<file path="config.mk">
export PLATFORM = sky130hd
export DESIGN_NAME = sched_top
export DESIGN_NICKNAME = d
export VERILOG_FILES = /design/src/source/sched_pkg.sv /design/src/source/sched_top.sv /design/src/source/alu_pipe.sv /design/src/source/prf.sv /design/src/source/issue_queue.sv /design/src/source/issue_entry.sv
export SDC_FILE = /design/constraint.sdc
export NUM_CORES = 1
export LEC_CHECK = 0
export BUFFER_PORTS_ARGS = -buffer_cell sky130_fd_sc_hd__buf_4
export CORE_MARGIN = 2
export CORE_UTILIZATION = 28
export DETAILED_ROUTE_END_ITERATION = 12
export PLACE_DENSITY_LB_ADDON = 0.25
export REMOVE_ABC_BUFFERS = 1
export SLEW_MARGIN = 30
export SYNTH_ARGS = -nofsm -noshare
export SYNTH_HDL_FRONTEND = slang
export SYNTH_HIERARCHICAL = 1
export SYNTH_SLANG_ARGS = --single-unit
</file>
<file path="constraint.sdc">
create_clock -name i_clk -period 6.3 [get_ports i_clk]
set_clock_uncertainty 0.15 [all_clocks]
set_input_delay 0.63 -clock i_clk [delete_from_list [all_inputs] [get_ports i_clk]]
set_output_delay 0.63 -clock i_clk [all_outputs]
set_load 0.02 [all_outputs]
</file>
<file path="src/source/sched_pkg.sv">
// Shared sizes, opcode and entry-state encodings, and the ALU result rule for the scheduler
`default_nettype none

package sched_pkg;

  // ----------------------------------------------------------------------
  // Sizes
  // ----------------------------------------------------------------------
  localparam int NUM_REGS    = 16;
  localparam int REG_W       = 4;
  localparam int DATA_W      = 16;
  localparam int NUM_ENTRIES = 8;
  localparam int ENTRY_W     = 3;
  localparam int TAG_W       = 6;

  // ----------------------------------------------------------------------
  // Encodings
  // ----------------------------------------------------------------------
  typedef enum logic [1:0] {
    OP_ADD = 2'd0,
    OP_SUB = 2'd1,
    OP_AND = 2'd2,
    OP_XOR = 2'd3
  } alu_op_e;

  // Life of one queue slot
  typedef enum logic [1:0] {
    ST_FREE   = 2'd0,
    ST_WAIT   = 2'd1,
    ST_ISSUED = 2'd2,
    ST_DONE   = 2'd3
  } entry_state_e;

  // ----------------------------------------------------------------------
  // Execute rule
  // ----------------------------------------------------------------------
  function automatic logic [DATA_W-1:0] alu_result(
    input alu_op_e           op,
    input logic [DATA_W-1:0] a,
    input logic [DATA_W-1:0] b
  );
    logic [DATA_W-1:0] res;
    case (op)
      OP_ADD:  res = a + b;
      OP_SUB:  res = a - b;
      OP_AND:  res = a & b;
      default: res = a ^ b;
    endcase
    return res;
  endfunction

endpackage

`default_nettype wire
</file>
<file path="src/source/sched_top.sv">
// Scheduler top level: joins dispatch, issue queue, register file and execute pipe
`default_nettype none

module sched_top (
  input  wire logic                            i_clk,
  input  wire logic                            i_reset_n,
  input  wire logic                            i_flush,
  input  wire logic                            i_disp_valid,
  input  sched_pkg::alu_op_e                   i_disp_op,
  input  wire logic [sched_pkg::REG_W-1:0]     i_disp_rd,
  input  wire logic [sched_pkg::REG_W-1:0]     i_disp_rs1,
  input  wire logic [sched_pkg::REG_W-1:0]     i_disp_rs2,
  input  wire logic [sched_pkg::TAG_W-1:0]     i_disp_tag,
  output logic                                 o_disp_ready,
  output logic                                 o_done_valid,
  output logic [sched_pkg::TAG_W-1:0]          o_done_tag,
  output logic [sched_pkg::REG_W-1:0]          o_done_rd,
  output logic [sched_pkg::DATA_W-1:0]         o_done_data,
  input  wire logic                            i_done_accept
);

  logic                           w_alloc;
  logic                           w_rd_busy;
  logic                           w_rs1_busy;
  logic                           w_rs2_busy;
  logic                           w_issue_valid;
  logic [sched_pkg::ENTRY_W-1:0]  w_issue_idx;
  sched_pkg::alu_op_e             w_issue_op;
  logic [sched_pkg::REG_W-1:0]    w_issue_rd;
  logic [sched_pkg::REG_W-1:0]    w_issue_rs1;
  logic [sched_pkg::REG_W-1:0]    w_issue_rs2;
  logic [sched_pkg::DATA_W-1:0]   w_src_a;
  logic [sched_pkg::DATA_W-1:0]   w_src_b;
  logic                           w_wb_valid;
  logic [sched_pkg::REG_W-1:0]    w_wb_rd;
  logic [sched_pkg::ENTRY_W-1:0]  w_wb_idx;
  logic [sched_pkg::DATA_W-1:0]   w_wb_data;

  issue_queue queue_i (
    .i_clk         (i_clk),
    .i_reset_n     (i_reset_n),
    .i_flush       (i_flush),
    .i_disp_valid  (i_disp_valid),
    .i_disp_op     (i_disp_op),
    .i_disp_rd     (i_disp_rd),
    .i_disp_rs1    (i_disp_rs1),
    .i_disp_rs2    (i_disp_rs2),
    .i_disp_tag    (i_disp_tag),
    .i_rs1_busy    (w_rs1_busy),
    .i_rs2_busy    (w_rs2_busy),
    .i_rd_busy     (w_rd_busy),
    .i_wb_valid    (w_wb_valid),
    .i_wb_rd       (w_wb_rd),
    .i_wb_idx      (w_wb_idx),
    .i_wb_data     (w_wb_data),
    .o_disp_ready  (o_disp_ready),
    .o_alloc       (w_alloc),
    .o_issue_valid (w_issue_valid),
    .o_issue_idx   (w_issue_idx),
    .o_issue_op    (w_issue_op),
    .o_issue_rd    (w_issue_rd),
    .o_issue_rs1   (w_issue_rs1),
    .o_issue_rs2   (w_issue_rs2),
    .o_done_valid  (o_done_valid),
    .o_done_tag    (o_done_tag),
    .o_done_rd     (o_done_rd),
    .o_done_data   (o_done_data),
    .i_done_accept (i_done_accept)
  );

  prf prf_i (
    .i_clk      (i_clk),
    .i_reset_n  (i_reset_n),
    .i_flush    (i_flush),
    .i_alloc    (w_alloc),
    .i_disp_rd  (i_disp_rd),
    .i_disp_rs1 (i_disp_rs1),
    .i_disp_rs2 (i_disp_rs2),
    .i_rd_a     (w_issue_rs1),
    .i_rd_b     (w_issue_rs2),
    .i_wb_valid (w_wb_valid),
    .i_wb_rd    (w_wb_rd),
    .i_wb_data  (w_wb_data),
    .o_rd_busy  (w_rd_busy),
    .o_rs1_busy (w_rs1_busy),
    .o_rs2_busy (w_rs2_busy),
    .o_data_a   (w_src_a),
    .o_data_b   (w_src_b)
  );

  alu_pipe pipe_i (
    .i_clk         (i_clk),
    .i_reset_n     (i_reset_n),
    .i_flush       (i_flush),
    .i_issue_valid (w_issue_valid),
    .i_issue_idx   (w_issue_idx),
    .i_issue_op    (w_issue_op),
    .i_issue_rd    (w_issue_rd),
    .i_src_a       (w_src_a),
    .i_src_b       (w_src_b),
    .o_wb_valid    (w_wb_valid),
    .o_wb_rd       (w_wb_rd),
    .o_wb_idx      (w_wb_idx),
    .o_wb_data     (w_wb_data)
  );

endmodule

`default_nettype wire

</file>
<file path="src/source/alu_pipe.sv">
// Two-stage integer execute pipe: computes at the execute stage and drives writeback and wakeup
`default_nettype none

module alu_pipe (
  input  wire logic                            i_clk,
  input  wire logic                            i_reset_n,
  input  wire logic                            i_flush,
  input  wire logic                            i_issue_valid,
  input  wire logic [sched_pkg::ENTRY_W-1:0]   i_issue_idx,
  input  sched_pkg::alu_op_e                   i_issue_op,
  input  wire logic [sched_pkg::REG_W-1:0]     i_issue_rd,
  input  wire logic [sched_pkg::DATA_W-1:0]    i_src_a,
  input  wire logic [sched_pkg::DATA_W-1:0]    i_src_b,
  output logic                                 o_wb_valid,
  output logic [sched_pkg::REG_W-1:0]          o_wb_rd,
  output logic [sched_pkg::ENTRY_W-1:0]        o_wb_idx,
  output logic [sched_pkg::DATA_W-1:0]         o_wb_data
);

  logic                           r_ex_valid;
  logic [sched_pkg::ENTRY_W-1:0]  r_ex_idx;
  logic [sched_pkg::REG_W-1:0]    r_ex_rd;
  logic [sched_pkg::DATA_W-1:0]   r_ex_data;
  logic                           r_wb_valid;
  logic [sched_pkg::ENTRY_W-1:0]  r_wb_idx;
  logic [sched_pkg::REG_W-1:0]    r_wb_rd;
  logic [sched_pkg::DATA_W-1:0]   r_wb_data;

  // ----------------------------------------------------------------------
  // Valid bits
  // ----------------------------------------------------------------------
  always_ff @(posedge i_clk, negedge i_reset_n) begin
    if (!i_reset_n) begin
      r_ex_valid <= 1'b0;
      r_wb_valid <= 1'b0;
    end else if (i_flush) begin
      r_ex_valid <= 1'b0;
      r_wb_valid <= 1'b0;
    end else begin
      r_ex_valid <= i_issue_valid;
      r_wb_valid <= r_ex_valid;
    end
  end

  // Execute then writeback payload
  always_ff @(posedge i_clk) begin
    r_ex_idx  <= i_issue_idx;
    r_ex_rd   <= i_issue_rd;
    r_ex_data <= sched_pkg::alu_result(i_issue_op, i_src_a, i_src_b);
    r_wb_idx  <= r_ex_idx;
    r_wb_rd   <= r_ex_rd;
    r_wb_data <= r_ex_data;
  end

  assign o_wb_valid = r_wb_valid;
  assign o_wb_rd    = r_wb_rd;
  assign o_wb_idx   = r_wb_idx;
  assign o_wb_data  = r_wb_data;

endmodule

`default_nettype wire

</file>
<file path="src/source/prf.sv">
// Physical register file with busy tracking; answers dispatch checks and feeds the ALU operands
`default_nettype none

module prf (
  input  wire logic                            i_clk,
  input  wire logic                            i_reset_n,
  input  wire logic                            i_flush,
  input  wire logic                            i_alloc,
  input  wire logic [sched_pkg::REG_W-1:0]     i_disp_rd,
  input  wire logic [sched_pkg::REG_W-1:0]     i_disp_rs1,
  input  wire logic [sched_pkg::REG_W-1:0]     i_disp_rs2,
  input  wire logic [sched_pkg::REG_W-1:0]     i_rd_a,
  input  wire logic [sched_pkg::REG_W-1:0]     i_rd_b,
  input  wire logic                            i_wb_valid,
  input  wire logic [sched_pkg::REG_W-1:0]     i_wb_rd,
  input  wire logic [sched_pkg::DATA_W-1:0]    i_wb_data,
  output logic                                 o_rd_busy,
  output logic                                 o_rs1_busy,
  output logic                                 o_rs2_busy,
  output logic [sched_pkg::DATA_W-1:0]         o_data_a,
  output logic [sched_pkg::DATA_W-1:0]         o_data_b
);

  logic [sched_pkg::DATA_W-1:0]   r_data [sched_pkg::NUM_REGS];
  logic [sched_pkg::NUM_REGS-1:0] r_busy;

  always_ff @(posedge i_clk, negedge i_reset_n) begin
    if (!i_reset_n) begin
      for (int n = 0; n < sched_pkg::NUM_REGS; n++) begin
        r_data[n] <= sched_pkg::DATA_W'(n);
      end
      r_busy <= '0;
    end else if (i_flush) begin
      // In-flight writeback is dropped with the flush
      r_busy <= '0;
    end else begin
      if (i_wb_valid) begin
        r_data[i_wb_rd] <= i_wb_data;
        r_busy[i_wb_rd] <= 1'b0;
      end
      if (i_alloc) begin
        r_busy[i_disp_rd] <= 1'b1;
      end
    end
  end

  // Same-cycle writeback already counts as ready
  assign o_rs1_busy = r_busy[i_disp_rs1] & ~(i_wb_valid & (i_wb_rd == i_disp_rs1));
  assign o_rs2_busy = r_busy[i_disp_rs2] & ~(i_wb_valid & (i_wb_rd == i_disp_rs2));
  assign o_rd_busy  = r_busy[i_disp_rd];

  assign o_data_a   = r_data[i_rd_a];
  assign o_data_b   = r_data[i_rd_b];

endmodule

`default_nettype wire

</file>
<file path="src/source/issue_queue.sv">
// Issue queue: allocates slots, picks ready entries for the pipe and selects done reports
`default_nettype none

module issue_queue (
  input  wire logic                            i_clk,
  input  wire logic                            i_reset_n,
  input  wire logic                            i_flush,
  input  wire logic                            i_disp_valid,
  input  sched_pkg::alu_op_e                   i_disp_op,
  input  wire logic [sched_pkg::REG_W-1:0]     i_disp_rd,
  input  wire logic [sched_pkg::REG_W-1:0]     i_disp_rs1,
  input  wire logic [sched_pkg::REG_W-1:0]     i_disp_rs2,
  input  wire logic [sched_pkg::TAG_W-1:0]     i_disp_tag,
  input  wire logic                            i_rs1_busy,
  input  wire logic                            i_rs2_busy,
  input  wire logic                            i_rd_busy,
  input  wire logic                            i_wb_valid,
  input  wire logic [sched_pkg::REG_W-1:0]     i_wb_rd,
  input  wire logic [sched_pkg::ENTRY_W-1:0]   i_wb_idx,
  input  wire logic [sched_pkg::DATA_W-1:0]    i_wb_data,
  output logic                                 o_disp_ready,
  output logic                                 o_alloc,
  output logic                                 o_issue_valid,
  output logic [sched_pkg::ENTRY_W-1:0]        o_issue_idx,
  output sched_pkg::alu_op_e                   o_issue_op,
  output logic [sched_pkg::REG_W-1:0]          o_issue_rd,
  output logic [sched_pkg::REG_W-1:0]          o_issue_rs1,
  output logic [sched_pkg::REG_W-1:0]          o_issue_rs2,
  output logic                                 o_done_valid,
  output logic [sched_pkg::TAG_W-1:0]          o_done_tag,
  output logic [sched_pkg::REG_W-1:0]          o_done_rd,
  output logic [sched_pkg::DATA_W-1:0]         o_done_data,
  input  wire logic                            i_done_accept
);

  logic [sched_pkg::NUM_ENTRIES-1:0] w_free;
  logic [sched_pkg::NUM_ENTRIES-1:0] w_ready;
  logic [sched_pkg::NUM_ENTRIES-1:0] w_done;
  logic [sched_pkg::ENTRY_W-1:0]     w_alloc_idx;
  logic [sched_pkg::ENTRY_W-1:0]     w_done_idx;
  sched_pkg::alu_op_e                w_op   [sched_pkg::NUM_ENTRIES];
  logic [sched_pkg::REG_W-1:0]       w_rd   [sched_pkg::NUM_ENTRIES];
  logic [sched_pkg::REG_W-1:0]       w_rs1  [sched_pkg::NUM_ENTRIES];
  logic [sched_pkg::REG_W-1:0]       w_rs2  [sched_pkg::NUM_ENTRIES];
  logic [sched_pkg::TAG_W-1:0]       w_tag  [sched_pkg::NUM_ENTRIES];
  logic [sched_pkg::DATA_W-1:0]      w_data [sched_pkg::NUM_ENTRIES];

  // Lowest set bit wins
  function automatic logic [sched_pkg::ENTRY_W-1:0] lowest_idx(
    input logic [sched_pkg::NUM_ENTRIES-1:0] vec
  );
    logic [sched_pkg::ENTRY_W-1:0] idx;
    idx = '0;
    for (int k = sched_pkg::NUM_ENTRIES - 1; k >= 0; k--) begin
      if (vec[k]) begin
        idx = sched_pkg::ENTRY_W'(k);
      end
    end
    return idx;
  endfunction

  assign w_alloc_idx   = lowest_idx(w_free);
  assign o_issue_idx   = lowest_idx(w_ready);
  assign w_done_idx    = lowest_idx(w_done);

  assign o_disp_ready  = (|w_free) & ~i_rd_busy & ~i_flush;
  assign o_alloc       = i_disp_valid & o_disp_ready;

  assign o_issue_valid = |w_ready;
  assign o_issue_op    = w_op[o_issue_idx];
  assign o_issue_rd    = w_rd[o_issue_idx];
  assign o_issue_rs1   = w_rs1[o_issue_idx];
  assign o_issue_rs2   = w_rs2[o_issue_idx];

  assign o_done_valid  = |w_done;
  assign o_done_tag    = w_tag[w_done_idx];
  assign o_done_rd     = w_rd[w_done_idx];
  assign o_done_data   = w_data[w_done_idx];

  // ----------------------------------------------------------------------
  // Entry array
  // ----------------------------------------------------------------------
  for (genvar k = 0; k < sched_pkg::NUM_ENTRIES; k++) begin : g_entry
    issue_entry entry_i (
      .i_clk         (i_clk),
      .i_reset_n     (i_reset_n),
      .i_put         (o_alloc & (w_alloc_idx == sched_pkg::ENTRY_W'(k))),
      .i_flush       (i_flush),
      .i_op          (i_disp_op),
      .i_rd          (i_disp_rd),
      .i_rs1         (i_disp_rs1),
      .i_rs2         (i_disp_rs2),
      .i_tag         (i_disp_tag),
      .i_rs1_ready   (~i_rs1_busy),
      .i_rs2_ready   (~i_rs2_busy),
      .i_wb_valid    (i_wb_valid),
      .i_wb_rd       (i_wb_rd),
      .i_pipe_done   (i_wb_valid & (i_wb_idx == sched_pkg::ENTRY_W'(k))),
      .i_pipe_data   (i_wb_data),
      .i_picked      (o_issue_valid & (o_issue_idx == sched_pkg::ENTRY_W'(k))),
      .i_done_accept (i_done_accept & o_done_valid & (w_done_idx == sched_pkg::ENTRY_W'(k))),
      .o_free        (w_free[k]),
      .o_ready       (w_ready[k]),
      .o_op          (w_op[k]),
      .o_rd          (w_rd[k]),
      .o_rs1         (w_rs1[k]),
      .o_rs2         (w_rs2[k]),
      .o_done_valid  (w_done[k]),
      .o_tag         (w_tag[k]),
      .o_data        (w_data[k])
    );
  end

endmodule

`default_nettype wire

</file>
<file path="src/source/issue_entry.sv">
// One scheduler slot: holds a dispatched instruction until it issues, completes and reports
`default_nettype none

module issue_entry (
  input  wire logic                            i_clk,
  input  wire logic                            i_reset_n,
  input  wire logic                            i_put,
  input  wire logic                            i_flush,
  input  sched_pkg::alu_op_e                   i_op,
  input  wire logic [sched_pkg::REG_W-1:0]     i_rd,
  input  wire logic [sched_pkg::REG_W-1:0]     i_rs1,
  input  wire logic [sched_pkg::REG_W-1:0]     i_rs2,
  input  wire logic [sched_pkg::TAG_W-1:0]     i_tag,
  input  wire logic                            i_rs1_ready,
  input  wire logic                            i_rs2_ready,
  input  wire logic                            i_wb_valid,
  input  wire logic [sched_pkg::REG_W-1:0]     i_wb_rd,
  input  wire logic                            i_pipe_done,
  input  wire logic [sched_pkg::DATA_W-1:0]    i_pipe_data,
  input  wire logic                            i_picked,
  input  wire logic                            i_done_accept,
  output logic                                 o_free,
  output logic                                 o_ready,
  output sched_pkg::alu_op_e                   o_op,
  output logic [sched_pkg::REG_W-1:0]          o_rd,
  output logic [sched_pkg::REG_W-1:0]          o_rs1,
  output logic [sched_pkg::REG_W-1:0]          o_rs2,
  output logic                                 o_done_valid,
  output logic [sched_pkg::TAG_W-1:0]          o_tag,
  output logic [sched_pkg::DATA_W-1:0]         o_data
);

  sched_pkg::entry_state_e          r_state;
  logic                             r_rs1_rdy;
  logic                             r_rs2_rdy;
  sched_pkg::alu_op_e               r_op;
  logic [sched_pkg::REG_W-1:0]      r_rd;
  logic [sched_pkg::REG_W-1:0]      r_rs1;
  logic [sched_pkg::REG_W-1:0]      r_rs2;
  logic [sched_pkg::TAG_W-1:0]      r_tag;
  logic [sched_pkg::DATA_W-1:0]     r_data;

  // ----------------------------------------------------------------------
  // State machine and operand wakeup
  // ----------------------------------------------------------------------
  always_ff @(posedge i_clk, negedge i_reset_n) begin
    if (!i_reset_n) begin
      r_state   <= sched_pkg::ST_FREE;
      r_rs1_rdy <= 1'b0;
      r_rs2_rdy <= 1'b0;
    end else if (i_flush) begin
      r_state <= sched_pkg::ST_FREE;
    end else begin
      case (r_state)
        sched_pkg::ST_FREE: begin
          if (i_put) begin
            r_state <= sched_pkg::ST_WAIT;
          end
        end
        sched_pkg::ST_WAIT: begin
          if (i_picked) begin
            r_state <= sched_pkg::ST_ISSUED;
          end
        end
        sched_pkg::ST_ISSUED: begin
          if (i_pipe_done) begin
            r_state <= sched_pkg::ST_DONE;
          end
        end
        default: begin
          if (i_done_accept) begin
            r_state <= sched_pkg::ST_FREE;
          end
        end
      endcase

      if (i_put) begin
        r_rs1_rdy <= i_rs1_ready;
        r_rs2_rdy <= i_rs2_ready;
      end else begin
        // Writeback of a source register wakes it
        r_rs1_rdy <= r_rs1_rdy | (i_wb_valid & (i_wb_rd == r_rs1));
        r_rs2_rdy <= r_rs2_rdy | (i_wb_valid & (i_wb_rd == r_rs2));
      end
    end
  end

  // Payload
  always_ff @(posedge i_clk) begin
    if (i_put) begin
      r_op  <= i_op;
      r_rd  <= i_rd;
      r_rs1 <= i_rs1;
      r_rs2 <= i_rs2;
      r_tag <= i_tag;
    end
    if (i_pipe_done) begin
      r_data <= i_pipe_data;
    end
  end

  assign o_free       = (r_state == sched_pkg::ST_FREE);
  assign o_ready      = (r_state == sched_pkg::ST_WAIT) & r_rs1_rdy & r_rs2_rdy;
  assign o_done_valid = (r_state == sched_pkg::ST_DONE);
  assign o_op         = r_op;
  assign o_rd         = r_rd;
  assign o_rs1        = r_rs1;
  assign o_rs2        = r_rs2;
  assign o_tag        = r_tag;
  assign o_data       = r_data;

endmodule

`default_nettype wire

</file>
Word-level counts from Yosys, hierarchy flattened:

Cells that the tools add are included.

* register bits: 640
* output and inout bits: 28

* bitwise gates (word level): 104
* eq/ne operators: 96
* $add $sub $neg: 2
* muxes and demuxes: 135
* reductions and logical operators: 36
* $lt $le $gt $ge: 12

Operators by type and width (count)
* $bwmux W256: 1
* $mux W16: 11
* $bmux W16 S4: 2
* $mux W2: 42
* $and A1 B1 Y1: 72
* $eq A4 B4 Y1: 18
* $mux W3: 24
* $ne A3 B3 Y1 const B: 24
* $demux W16 S4: 1
* $bmux W16 S3: 1
* $bmux W4 S3: 4
* $eq A3 B3 Y1 const B: 16
* $pmux W16 S3: 1
* $pmux W2 S3: 8
* $reduce_bool A5 Y1: 8
* $eq A2 B2 Y1 const B: 17
* $and A16 B16 Y16: 2
* $mux W4: 8
* $reduce_and A4 Y1: 8
* $eq A3 B2 Y1 const B: 8
* $reduce_or A8 Y1: 3
* $mux W1: 23
* $lt A4 B5 Y1 const B: 4
* $bmux W6 S3: 1
* other kinds (23): 78

Logic depth before layout (Yosys ltp):

* depth after elaboration: 21
* gate-level depth with buffers: 27
* depth with buffers taken out: 24

Hierarchy:

Netlist, hierarchy kept.

By module, submodules not included
* prf: instances 1, seq. area each 6846.6 um^2, cells each 889, area each 14991.9 um^2
* issue_entry: instances 8, seq. area each 1181.1 um^2, cells each 75, area each 1485.2 um^2
* issue_queue: instances 1, seq. area each 0.0 um^2, cells each 497, area each 3353.2 um^2
* alu_pipe: instances 1, seq. area each 970.9 um^2, cells each 261, area each 2548.7 um^2

Worst setup path after synthesis:

No wires, ideal clock.

* path type: reg-to-reg
* from: register queue_i.g_entry[4].entry_i.r_state[1]
* to: register pipe_i/r_ex_data[12] (netlist bit)
* data required time: 6.018 ns
* setup time: 0.132 ns
* data arrival time: 5.734 ns
* path slack: 0.284 ns
* clock period less this slack: 6.016 ns
* cell stages (with the launch flop): 25
* path through: dfrtp_1 -> inv_1 -> ha_1 -> and3_1 -> buf_6 -> or4b_4 -> a2111oi_4 -> a221o_1 -> o21a_1 -> o221a_2 -> buf_4 -> buf_2 -> mux4_2 -> mux4_2 -> nor4_1 -> and3_1 -> a21oi_1 -> xnor2_1 -> ha_1 -> a21oi_1 -> o21ai_0 -> or3_1 -> o22ai_1 -> xor2_1 -> mux2i_1

* cells in the longest elaborated chain, start to end: 18

Ends and longest elaborated chain
* start: declaration: RTL line issue_entry.sv:33 `sched_pkg::entry_state_e r_state;`
* start signal: assignment: RTL line issue_entry.sv:48 `r_state <= sched_pkg::ST_FREE;`
* start signal: assignment: RTL line issue_entry.sv:52 `r_state <= sched_pkg::ST_FREE;`
* start signal: assignment: RTL line issue_entry.sv:57 `r_state <= sched_pkg::ST_WAIT;`
* $eq A2 B1 Y1 *: RTL line issue_entry.sv:103 `assign o_ready = (r_state == sched_pkg::ST_WAIT) & r_rs1_rdy & r_rs2_rdy;`
* $and A1 B1 Y1 * (2 in series): RTL line issue_entry.sv:103
* via queue_i.w_ready (one bit): RTL line issue_queue.sv:37 `logic [sched_pkg::NUM_ENTRIES-1:0] w_ready;`
* $mux W3 * (5 in series): RTL line issue_queue.sv:55 `if (vec[k]) begin`
* $not A3 Y4 (not written as such) *: RTL line issue_queue.sv:73 `assign o_issue_rs2 = w_rs2[o_issue_idx];`
* $bmux W4 S3 *: RTL line issue_queue.sv:73
* $mux W4 (not written as such) * (2 in series): RTL line issue_queue.sv:73
* via w_issue_rs2 (one bit): RTL line sched_top.sv:31 `logic [sched_pkg::REG_W-1:0] w_issue_rs2;`
* $not A4 Y5 (not written as such) *: RTL line prf.sv:53 `assign o_data_b = r_data[i_rd_b];`
* $bmux W16 S4 *: RTL line prf.sv:53
* $mux W16 (not written as such) * (2 in series): RTL line prf.sv:53
* via w_src_b (one bit): RTL line sched_top.sv:33 `logic [sched_pkg::DATA_W-1:0] w_src_b;`
* $sub A16 B16 Y16 or $add A16 B16 Y16 (tied branches): RTL line sched_pkg.sv:45, sched_pkg.sv:44
* $pmux W16 S3 *: RTL line sched_pkg.sv:43 `case (op)`
* end signal: assignment: RTL line alu_pipe.sv:49 `r_ex_data <= sched_pkg::alu_result(i_issue_op, i_src_a, i_src_b);`
* end: declaration: RTL line alu_pipe.sv:23 `logic [sched_pkg::DATA_W-1:0] r_ex_data;`

The timed path passes the listed nets; every way through them passes the cells marked *. The select of a mux whose other input is x is not followed.
A chain may end at the register's enable or synchronous reset.

Final worst setup path:

* from: register queue_i.g_entry[4].entry_i.r_state[1]
* to: register pipe_i/r_ex_data[10] (netlist bit)

* cells in the longest elaborated chain, start to end: 18

Ends and longest elaborated chain
* $eq A2 B1 Y1 *: RTL line issue_entry.sv:103
* $and A1 B1 Y1 * (2 in series): RTL line issue_entry.sv:103
* via queue_i.w_ready (one bit): RTL line issue_queue.sv:37
* $mux W3 * (5 in series): RTL line issue_queue.sv:55
* via w_issue_idx (one bit): RTL line sched_top.sv:27 `logic [sched_pkg::ENTRY_W-1:0] w_issue_idx;`
* $not A3 Y4 (not written as such) *: RTL line issue_queue.sv:73
* $bmux W4 S3 *: RTL line issue_queue.sv:73
* $mux W4 (not written as such) * (2 in series): RTL line issue_queue.sv:73
* via w_issue_rs2 (one bit): RTL line sched_top.sv:31
* $not A4 Y5 (not written as such) *: RTL line prf.sv:53
* $bmux W16 S4 *: RTL line prf.sv:53
* $mux W16 (not written as such) * (2 in series): RTL line prf.sv:53
* via w_src_b (one bit): RTL line sched_top.sv:33
* $sub A16 B16 Y16 or $add A16 B16 Y16 (tied branches): RTL line sched_pkg.sv:45, sched_pkg.sv:44
* $pmux W16 S3 *: RTL line sched_pkg.sv:43

Marks and branches as above.

==> reports/metrics.cfg <==
[timing]
tightest_slew_ps = 992
min_period_over_period = 0.978
max_freq_mhz = 162
finalSetupViolations = 0
slew_headroom = 0.338
drv_slew = 0
timing.setup.tns_ps = 0
period_needed_ps = 6160
hold_viol_final = 0

[placed_design]
dp_cells = 3800
gp_congestion = 0.899
port-buffer-count = 52
hpwlAfterDp_um = 63500
dpl_cell_area_um2 = 35500

[final_layout]
stdcell_count = 3976
final_common_cell = edfxtp_1
fin_util = 0.333
area_delta_synth_final_pct = 18.2
fin_area_um2 = 38700
fin_nets = 2478
fillCellCount = 11220
drive_gt1_frac = 0.362
layout_common_cells = 288 x edfxtp_1, 270 x dfrtp_1, 263 x mux2_2, 164 x buf_4, 114 x mux4_2

[floorplanning]
dieHeight_um = 346
dieArea_um2 = 120000
io_pins = 53
rows = 125
start_util = 0.282
die_width_um = 346
coreArea_um2 = 116000

[global_route]
grt_overflow = 0
antenna_found_initial = 3
grt_first_pass_wirelength_um = 144000
grt_pass1_vias = 21408
grt_start_max_net_pins = 143
grt_usage = 0.160

[clocking]
cts_tree = done
cts_buffers = 77
cts_sinks = 640
htree_levels = 3
cts_root_buffer = clkbuf_16
clkTransAtPathRegs_ps = 50
cts_buffer_depth = 3
worstSkewPairLatency_ps = 630

[synthesis]
synth_seq_cells = 640
netlist_area_um2 = 32800
yosysTopAreaCellShare = 0.264
synth_cell_type_count = 83
ys_warn_count = 6
synth_area_leaders = edfxtp_1 26%, dfrtp_1 21%, mux2_2 9.0%
postSynth.asyncResetShare = 0.478
ys_seq_area_frac = 0.527
avgSynthCellArea_um2 = 14.6
yosysTopAreaCell = edfxtp_1
synth_edf_count = 288
synth_ff_type = edfxtp_1
synthCells = 2247

[critical_path]
critPathMaxStageDelay_ps = 560
slowest_stage = mux4_2
path_max_fanout = 12
crit_type = register to register
cp_top_family = compound AO/OA/AOI/OAI gates
crit_arrival_ps = 6500
path_buf_inv = 5
startpoint_type = register
endpoint_kind = register
required_ps = 6640

[drt]
routed_wl_um = 98600
dr.pass1.iters = 5
drc = 0
route.detailed.wl_per_inst_um = 24.8
ant_nets = 0
vias = 20799
routed_via_density = 5.23
drtIter0Drc = 1633

[pwr]
power.leakage_nw = 15.7
total_power_mw = 13.0
powerDensity_nw_per_um2 = 335
vdd_ir_drop_max_v = 0.000185

[status]
status = complete, no violations

[min_path]
hold_class = primary input to register

[flow_run]
drv_cap = 0

final cells by class:
cell class,instances,area [µm²],area share
inverters,56,210,0.00543
well taps,1524,1910,0.0492
multi-input cells,1419,15000,0.387
diodes,1,2.50,0.0000646
clock buffers,114,2250,0.0581
clock inverters,28,309,0.00798
flip-flops and latches,640,17300,0.446
repair buffers,194,1790,0.0463
sequential cells by signal (all words and copies together), names as in the netlist, 16 cells and up:
| signal | count |
|---|---|
| pipe_i/o_wb_data | 16 |
| pipe_i/r_ex_data | 16 |
| prf_i/r_busy | 16 |
| prf_i/r_data | 256 |
| queue_i/g_entry.entry_i/o_data | 128 |
| queue_i/g_entry.entry_i/o_op | 16 |
| queue_i/g_entry.entry_i/o_rd | 32 |
| queue_i/g_entry.entry_i/o_rs1 | 32 |
| queue_i/g_entry.entry_i/o_rs2 | 32 |
| queue_i/g_entry.entry_i/o_tag | 48 |
| queue_i/g_entry.entry_i/r_state | 16 |
kinds of logic (layout without fill, tap and decap cells):
| logic type | after synthesis | count (layout) | synth area share |
|---|---|---|---|
| AOI/OAI and AO/OA | 376 | 376 | 0.0911 |
| xor gates and xnor gates | 96 | 96 | 0.0257 |
| adders and majority gates | 65 | 65 | 0.0250 |
| buffers and inverters | 188 | 392 | 0.0286 |
| DFF | 640 | 640 | 0.527 |
| muxes | 491 | 491 | 0.235 |
| other | 0 | 1 | 0 |
| and+or+nand+nor | 391 | 391 | 0.0683 |
path summary, 6_finish.rpt:
check	start	cells after the start	endpoint	slack, ps
max	queue_i/g_entry[4].entry_i/r_state[1]$_DFFE_PN0P_	25	pipe_i/r_ex_data[10]$_DFF_P_	140
min	i_disp_op[0]	1	queue_i/g_entry[5].entry_i/o_op[0]$_DFFE_PP_	100
max reg2reg	queue_i/g_entry[4].entry_i/r_state[1]$_DFFE_PN0P_	25	pipe_i/r_ex_data[10]$_DFF_P_	140
min reg2reg	pipe_i/r_ex_data[7]$_DFF_P_	0	pipe_i/o_wb_data[7]$_DFF_P_	170
max in group asynchronous	i_reset_n	3	queue_i/g_entry[3].entry_i/r_state[0]$_DFFE_PN0P_	4010
min in group asynchronous	i_reset_n	2	prf_i/r_data[60]$_DFFE_PN0P_	510
layer usage:
layer	part of all wire	track usage	routed length, µm	up-vias
li1	-	-	-	9067
met1	0.45	0.218	43900	10944
met2	0.48	0.263	46900	608
met3	0.051	0.0264	5000	174
met4	0.027	0.0443	2670	6
met5	0.00042	0	41	-
power by group:
part | total [mW] | switching, mW | internal (mW)
combinational | 3.24 | 1.68 | 1.56
sequential | 5.22 | 0.453 | 4.77
clock | 4.50 | 1.78 | 2.72
stage by stage:
stage	hold WS, ps	setup WS [ps]
after floorplan	160	-2790
after CTS	59.0	17.6
after detailed placement	162	-160
after global routing	71.1	-99.5
final	96.3	138
after global placement	161	-2.54
Yosys cell counts, types with 35 or more instances:
master,n
nand2b_1,35
a21oi_1,76
xnor2_1,64
mux4_2,111
edfxtp_1,288
ha_1,64
clkbuf_1,48
mux2_2,263
a21o_1,64
inv_1,56
mux4_1,60
buf_2,53
dfxtp_1,46
nand2_1,87
dfrtp_1,274
mux2i_1,41
nor2_1,78
a221o_1,44
o21ai_0,41
what timing repair did:
item,in CTS,in global routing
endpoints found under the setup margin,6,9
pin swaps,1,15
endpoints found under the hold margin,102,0
gates cloned,0,3
resized for setup,10,73
hold buffers,1,0
buffers inserted,3,26
Power figures use the tool's default switching activity.
